## src/design/busPkg.sv

```systemverilog
// Shared word types, bus source codes and ALU operations; every RTL file imports it.
`default_nettype none

package busPkg;

  // ##############################
  // Word widths
  // ##############################

  typedef logic [31:0] word_t;
  typedef logic [63:0] dword_t;
  typedef logic [4:0]  selCode_t;
  typedef logic [23:0] srcStrobes_t;
  typedef logic [15:0] gpLoad_t;

  localparam int NumGpRegs  = 16;
  localparam int NumSources = 24;

  // ##############################
  // Bus source codes
  // ##############################

  // Codes 0..15 select R0..R15.
  localparam selCode_t SrcHi     = 5'd16;
  localparam selCode_t SrcLo     = 5'd17;
  localparam selCode_t SrcZHigh  = 5'd18;
  localparam selCode_t SrcZLow   = 5'd19;
  localparam selCode_t SrcPc     = 5'd20;
  localparam selCode_t SrcMdr    = 5'd21;
  localparam selCode_t SrcInPort = 5'd22;
  localparam selCode_t SrcC      = 5'd23;

  // No strobe high, bus reads zero.
  localparam selCode_t SelNone   = 5'd31;

  // ALU operations.
  typedef enum logic [2:0] {
    aluAdd = 3'd0,
    aluSub = 3'd1,
    aluAnd = 3'd2,
    aluOr  = 3'd3,
    aluMul = 3'd4
  } aluOp_t;

endpackage

`default_nettype wire

```

## src/design/busSrcIf.sv

```systemverilog
// Bundle of all bus source words; registers drive it and the bus multiplexer reads it.
`timescale 1ns/1ps
`default_nettype none

interface busSrcIf import busPkg::*; ();

  word_t gpRegs [NumGpRegs];
  word_t hi;
  word_t lo;
  word_t zHigh;
  word_t zLow;
  word_t pc;
  word_t mdr;
  word_t inPort;
  // Driven from the top level port.
  word_t cSignExt;

  modport gpSide (
    output gpRegs
  );

  modport specialSide (
    output hi, lo, zHigh, zLow, pc, mdr, inPort
  );

  modport muxSide (
    input gpRegs,
    input hi, lo, zHigh, zLow, pc, mdr, inPort,
    input cSignExt
  );

endinterface

`default_nettype wire

```

## src/design/busEncoder.sv

```systemverilog
// Turns the one-hot bus out strobes into the multiplexer select code.
`timescale 1ns/1ps
`default_nettype none

module busEncoder import busPkg::*; (
  input  wire              clk,
  input  wire srcStrobes_t outStrobes,
  output selCode_t         sel
);

  // Lowest index wins, so scan from the top down.
  always_comb begin
    sel = SelNone;
    for (int i = NumSources - 1; i >= 0; i--) begin
      if (outStrobes[i]) begin
        sel = selCode_t'(i);
      end
    end
  end

  // ##############################
  // Checks
  // ##############################

  // Only one source may drive the bus.
  oneSourceOnBus: assert property (
    @(posedge clk) $onehot0(outStrobes)
  ) else $error("Several bus out strobes high: %h", outStrobes);

endmodule

`default_nettype wire

```

## src/design/busMux.sv

```systemverilog
// Bus multiplexer; picks the bus word out of the source bundle by select code.
`timescale 1ns/1ps
`default_nettype none

module busMux import busPkg::*; (
  busSrcIf.muxSide src,
  input  wire selCode_t sel,
  output word_t         busWord
);

  always_comb begin
    if (sel < selCode_t'(NumGpRegs)) begin
      // General registers.
      busWord = src.gpRegs[sel[3:0]];
    end else begin
      case (sel)
        SrcHi: begin
          busWord = src.hi;
        end
        SrcLo: begin
          busWord = src.lo;
        end
        SrcZHigh: begin
          busWord = src.zHigh;
        end
        SrcZLow: begin
          busWord = src.zLow;
        end
        SrcPc: begin
          busWord = src.pc;
        end
        SrcMdr: begin
          busWord = src.mdr;
        end
        SrcInPort: begin
          busWord = src.inPort;
        end
        SrcC: begin
          busWord = src.cSignExt;
        end
        // Unused codes and SelNone.
        default: begin
          busWord = '0;
        end
      endcase
    end
  end

endmodule

`default_nettype wire

```

## src/design/gpRegFile.sv

```systemverilog
// General register file R0..R15; each register loads from the bus on its own strobe.
`timescale 1ns/1ps
`default_nettype none

module gpRegFile import busPkg::*; (
  input  wire          clk,
  input  wire          rstN,
  input  wire gpLoad_t gpIn,
  input  wire word_t   busWord,
  busSrcIf.gpSide      src
);

  word_t regs [NumGpRegs];

  // ##############################
  // Registers
  // ##############################

  always_ff @(posedge clk or negedge rstN) begin
    if (!rstN) begin
      for (int i = 0; i < NumGpRegs; i++) begin
        regs[i] <= '0;
      end
    end else begin
      for (int i = 0; i < NumGpRegs; i++) begin
        if (gpIn[i]) begin
          regs[i] <= busWord;
        end
      end
    end
  end

  // Every register is a bus source.
  always_comb begin
    for (int i = 0; i < NumGpRegs; i++) begin
      src.gpRegs[i] = regs[i];
    end
  end

  // ##############################
  // Checks
  // ##############################

  // One destination register per bus cycle.
  oneGpLoad: assert property (
    @(posedge clk) disable iff (!rstN)
    $onehot0(gpIn)
  ) else $error("Several general register loads high: %h", gpIn);

endmodule

`default_nettype wire

```

## src/design/specialRegs.sv

```systemverilog
// Special registers HI, LO, Y, Z, PC, MDR and InPort with their individual load rules.
`timescale 1ns/1ps
`default_nettype none

module specialRegs import busPkg::*; (
  input  wire         clk,
  input  wire         rstN,
  input  wire word_t  busWord,
  input  wire dword_t aluResult,
  input  wire         hiIn,
  input  wire         loIn,
  input  wire         yIn,
  input  wire         zIn,
  input  wire         pcIn,
  input  wire         incPc,
  input  wire         mdrIn,
  input  wire         readMem,
  input  wire         inPortIn,
  input  wire word_t  memData,
  input  wire word_t  inPortData,
  output word_t       yWord,
  busSrcIf.specialSide src
);

  word_t  hiReg;
  word_t  loReg;
  word_t  yReg;
  dword_t zReg;
  word_t  pcReg;
  word_t  mdrReg;
  word_t  inPortReg;

  // ##############################
  // Bus loaded registers
  // ##############################

  always_ff @(posedge clk or negedge rstN) begin
    if (!rstN) begin
      hiReg <= '0;
      loReg <= '0;
      yReg  <= '0;
    end else begin
      if (hiIn) hiReg <= busWord;
      if (loIn) loReg <= busWord;
      if (yIn)  yReg  <= busWord;
    end
  end

  // ##############################
  // Z, PC, MDR and InPort
  // ##############################

  always_ff @(posedge clk or negedge rstN) begin
    if (!rstN) begin
      zReg      <= '0;
      pcReg     <= '0;
      mdrReg    <= '0;
      inPortReg <= '0;
    end else begin
      // Full ALU result, both halves.
      if (zIn) zReg <= aluResult;
      // Explicit load beats increment.
      if (pcIn) begin
        pcReg <= busWord;
      end else if (incPc) begin
        pcReg <= pcReg + 32'd1;
      end
      if (mdrIn) begin
        mdrReg <= readMem ? memData : busWord;
      end
      if (inPortIn) inPortReg <= inPortData;
    end
  end

  assign yWord      = yReg;
  assign src.hi     = hiReg;
  assign src.lo     = loReg;
  assign src.zHigh  = zReg[63:32];
  assign src.zLow   = zReg[31:0];
  assign src.pc     = pcReg;
  assign src.mdr    = mdrReg;
  assign src.inPort = inPortReg;

  // Control should not load and increment PC together.
  pcLoadOrInc: assert property (
    @(posedge clk) disable iff (!rstN)
    !(pcIn && incPc)
  ) else $warning("pcIn and incPc both high, bus load kept");

endmodule

`default_nettype wire

```

## src/design/aluUnit.sv

```systemverilog
// Combinational ALU over Y and the bus word; its 64-bit result is loaded into Z.
`timescale 1ns/1ps
`default_nettype none

module aluUnit import busPkg::*; (
  input  wire aluOp_t op,
  input  wire word_t  a,
  input  wire word_t  b,
  output dword_t      result
);

  logic signed [63:0] aExt;
  logic signed [63:0] bExt;
  logic signed [63:0] product;

  // Sign extended operands for the multiply.
  assign aExt    = {{32{a[31]}}, a};
  assign bExt    = {{32{b[31]}}, b};
  assign product = aExt * bExt;

  // ##############################
  // Operation select
  // ##############################

  always_comb begin
    case (op)
      aluAdd: begin
        result = {32'b0, word_t'(a + b)};
      end
      aluSub: begin
        result = {32'b0, word_t'(a - b)};
      end
      aluAnd: begin
        result = {32'b0, a & b};
      end
      aluOr: begin
        result = {32'b0, a | b};
      end
      // Full signed product, HI half in Z high.
      aluMul: begin
        result = dword_t'(product);
      end
      default: begin
        result = '0;
      end
    endcase
  end

endmodule

`default_nettype wire

```

## src/design/busDatapath.sv

```systemverilog
// Top level of the single bus datapath; connects registers, ALU, encoder and bus mux.
`timescale 1ns/1ps
`default_nettype none

module busDatapath import busPkg::*; (
  input  wire              clk,
  input  wire              rstN,
  input  wire srcStrobes_t outStrobes,
  input  wire gpLoad_t     gpIn,
  input  wire              hiIn,
  input  wire              loIn,
  input  wire              yIn,
  input  wire              zIn,
  input  wire              pcIn,
  input  wire              incPc,
  input  wire              mdrIn,
  input  wire              readMem,
  input  wire              inPortIn,
  input  wire word_t       memData,
  input  wire word_t       inPortData,
  input  wire word_t       cSignExt,
  input  wire aluOp_t      aluOp,
  output word_t            busOut
);

  selCode_t sel;
  word_t    yWord;
  dword_t   aluResult;

  busSrcIf srcBus ();

  // Constant from the instruction register.
  assign srcBus.cSignExt = cSignExt;

  // ##############################
  // Bus path
  // ##############################

  busEncoder encoder (
    .clk        (clk),
    .outStrobes (outStrobes),
    .sel        (sel)
  );

  busMux mux (
    .src     (srcBus.muxSide),
    .sel     (sel),
    .busWord (busOut)
  );

  // ##############################
  // Registers and ALU
  // ##############################

  gpRegFile gpRegs (
    .clk     (clk),
    .rstN    (rstN),
    .gpIn    (gpIn),
    .busWord (busOut),
    .src     (srcBus.gpSide)
  );

  specialRegs special (
    .clk        (clk),
    .rstN       (rstN),
    .busWord    (busOut),
    .aluResult  (aluResult),
    .hiIn       (hiIn),
    .loIn       (loIn),
    .yIn        (yIn),
    .zIn        (zIn),
    .pcIn       (pcIn),
    .incPc      (incPc),
    .mdrIn      (mdrIn),
    .readMem    (readMem),
    .inPortIn   (inPortIn),
    .memData    (memData),
    .inPortData (inPortData),
    .yWord      (yWord),
    .src        (srcBus.specialSide)
  );

  aluUnit alu (
    .op     (aluOp),
    .a      (yWord),
    .b      (busOut),
    .result (aluResult)
  );

endmodule

`default_nettype wire

```

## config.mk

```make
export PLATFORM = sky130hd
export DESIGN_NAME = busDatapath
export DESIGN_NICKNAME = d
export VERILOG_FILES = /design/src/design/busPkg.sv /design/src/design/busSrcIf.sv /design/src/design/busEncoder.sv /design/src/design/busMux.sv /design/src/design/gpRegFile.sv /design/src/design/specialRegs.sv /design/src/design/aluUnit.sv /design/src/design/busDatapath.sv
export SDC_FILE = /design/constraint.sdc
export NUM_CORES = 2
export LEC_CHECK = 0
export BUFFER_PORTS_ARGS = -buffer_cell sky130_fd_sc_hd__buf_2
export CAP_MARGIN = 10
export CORE_ASPECT_RATIO = 1.4
export CORE_MARGIN = 5
export CORE_UTILIZATION = 59
export DETAILED_ROUTE_END_ITERATION = 10
export GPL_ROUTABILITY_DRIVEN = 0
export PLACE_DENSITY = 0.75
export SYNTH_ARGS = -nofsm -noshare
export SYNTH_HDL_FRONTEND = slang
export SYNTH_HIERARCHICAL = 1
export SYNTH_SLANG_ARGS = --single-unit
```

## constraint.sdc

```tcl
create_clock -name clk -period 8.6 [get_ports clk]
set_input_delay 0.86 -clock clk [delete_from_list [all_inputs] [get_ports clk]]
set_output_delay 0.86 -clock clk [all_outputs]
set_load 0.02 [all_outputs]
```

==> impl_metrics.tcl <==
set metrics [dict create \
    slew_violations 0 \
    violations "negative setup slack" \
    crit_path_start "outStrobes[21]" \
    synth_most_common_cell "fa_1" \
    holdBufCountCts 0 \
    cts_buffers 71 \
    outcome "finished, violations left" \
    r2r_cells 28 \
    drt_iter0_markers 5419 \
    cts.path.max_buffers 3 \
    overflow 0 \
    hp-class "input port to asynchronous set/reset pin" \
    fin_crit_sh 1.18 \
    grt_use_total 0.343 \
    wire_per_inst_um 25.6 \
    maxCapViolations 0 \
    reg2reg_to "special/zReg[63]" \
    async_reset_ff_frac 1.00 \
    skew_ns 0.0347 \
    synth_compound_area_frac 0.0567 \
    via_count 58100 \
    multi_input_area_um2 53300 \
    synth_mux_area_frac 0.171 \
    core_area_um2 130000 \
    cts_sinks 768 \
    yosys-top-cells-area "fa_1, dfrtp_1, mux2_2, inv_1, and2_1" \
    path_max_fanout 9 \
    hold_violations 0 \
    critical_path_required_ns 9.12 \
    tightest_slew_ns 1.25 \
    synth-seq-cells 768 \
    synth.avg_cell_area_um2 11.0 \
    synth_nets 8465 \
    grt_max_degree 190 \
    finalSetupViolCount 54 \
    critical_path_class "input port to register" \
    fin_tns_setup_ns -67.61 \
    fin_ws_ns -1.58 \
    io_pins 182 \
    die_x_um 315 \
    clk_latency_ns 0.66 \
    numPortBuffers 181 \
    fmax_mhz 98.2 \
    drive_gt1_frac 0.295 \
    synth_top_area_frac 0.281 \
    drt_wl_total_mm 242 \
    yosys-top-cells-count "fa_1, inv_1, dfrtp_1" \
    yosysUniqueCellTypes 94 \
    viasPerCell 6.15 \
    critPathSlowestCell "fa_1" \
    synthesis.area_um2 77000 \
    rrSetupSlack_ns -0.38 \
    synthSimpleGateAreaFrac 0.106 \
    crit_arrival_ns 10.70 \
    endpoint_kind "register" \
    startpoint_type "input port" \
    syn_to_final_growth_pct 16.7 \
    grt_pass1_vias 63400 \
    relSlewSlack 0.165 \
    start_util 0.591 \
    die_area_um2 138000 \
    grt_pass1_wl_mm 365 \
    clockRootBuffer "clkbuf_16" \
    synth-xor-area-share 0.0151 \
    dpl.hpwl_mm 176 \
    clkTransAtPathRegs_ns 0.07 \
    worst_path_most_repeated_cell "fa_1" \
    nets 9077 \
    fillers 8944 \
    antenna_found_initial 14 \
    first_pass_iters 6 \
    yosys.area_share.adder 0.320 \
    cts_tree "done" \
    rows 157 \
    rsz0062_at_grt "true" \
    reg2reg_from "special/zReg[41]" \
    synth_top_area_cell "fa_1" \
    synth_edf_count 0 \
    min_period_ns 10.18 \
    ant_nets 0 \
    synth_top_flop_cell "dfrtp_1" \
    synthCells 7013 \
    ys_seq_area_frac 0.249 \
    max_stage_delay_ns 0.60 \
    htreeDepth 3 \
    ys_warn_count 6 \
    synth_top_family_by_area "adder cells" \
    worstSetupEndpoint "special/zReg[63]" \
    seqCellArea_um2 19200 \
    drc 0 \
    die-height_um 438 \
]
## sequential cells by signal, indices dropped and copies added, names as in the netlist
signal / count
gpRegs/src.gpRegs: 512
special/src.hi: 32
special/src.inPort: 32
special/src.lo: 32
special/src.mdr: 32
special/src.pc: 32
special/yWord: 32
special/zReg: 64
## metrics by stage
| step | util | worst slack, ns | cells | instance area (µm²) | hold WS [ns] |
|---|---|---|---|---|---|
| 2_1_floorplan | - | -2.14 | 7013 | 77400 | 0.471 |
| 3_3_place_gp | 0.648 | -2.09 | 9179 | 84400 | 0.481 |
| 3_5_place_dp | 0.648 | -2.16 | 9180 | 84400 | 0.489 |
| 4_1_cts | 0.678 | -1.35 | 9358 | 88300 | 0.328 |
| 5_1_grt | 0.690 | -1.72 | 9435 | 89900 | 0.364 |
| 6_report | 0.690 | -1.58 | 9440 | 89900 | 0.262 |
## metal layers
layer | up-vias | GRT usage | wire length [µm]
met3 | 1053 | 0.0668 | 22400
met5 | - | 0 | 40
met2 | 3252 | 0.579 | 118000
met4 | 6 | 0.202 | 18300
met1 | 29900 | 0.410 | 82900
li1 | 23900 | - | -
## cell families (layout without fill, tap and decap cells)
family	Yosys count	after routing
xor+xnor	132	132
compound gates	654	655
mux	1052	1052
buf+inv	1467	2135
other cells	0	9
flops	768	768
fa+ha+maj	1328	1328
simple gates	1612	1612
## critical path: cells and delay by family
family,cells,cell delay (ns)
simple gates,6,1.23
buf+inv,10,1.47
mux,3,0.74
compound gates,8,1.86
fa+ha+maj,9,4.51
## cells in the final DEF, fill, tap and decap left out, types with 158 or more instances in the layout
cell type	count
and2_1	508
buf_2	177
buf_4	698
dfrtp_1	768
fa_1	1028
ha_1	188
inv_1	948
mux2_2	511
mux2_4	199
mux2i_1	249
nand2_1	597
nor2_1	158
## cell type report
cell class                      count  area share
Antenna cell                        9    0.000250
Clock buffer                       97      0.0229
Sequential cell                   768       0.214
Tap cell                         1749      0.0243
Multi-Input combinational cell   4779       0.593
Timing Repair Buffer             1038       0.101
Inverter                          967      0.0404
Clock inverter                     33     0.00480
## how the worst min path moves through the flow
| stage | from | endpoint | slack (ns) | cells past startpoint |
|---|---|---|---|---|
| floorplan | special/src.hi[11] | special/src.hi[11] | 0.47 | 1 |
| global placement | special/src.hi[30] | special/src.hi[30] | 0.48 | 1 |
| detailed placement | gpRegs/src.gpRegs[56] | gpRegs/src.gpRegs[56] | 0.49 | 1 |
| CTS | rstN | gpRegs/src.gpRegs[41] | 0.33 | 1 |
| global route | rstN | gpRegs/src.gpRegs[41] | 0.36 | 1 |
| finish | rstN | gpRegs/src.gpRegs[41] | 0.26 | 1 |
## timing repair
action | in CTS | in global routing
buffers inserted | 40 | 68
pin swaps | 75 | 136
endpoints found under the setup margin | 53 | 54
gates cloned | 8 | 7
resized for setup | 190 | 206
Power is left out: the tool's default activity adds up to more than one toggle a clock period on the data nets, which glitch-free logic cannot reach.
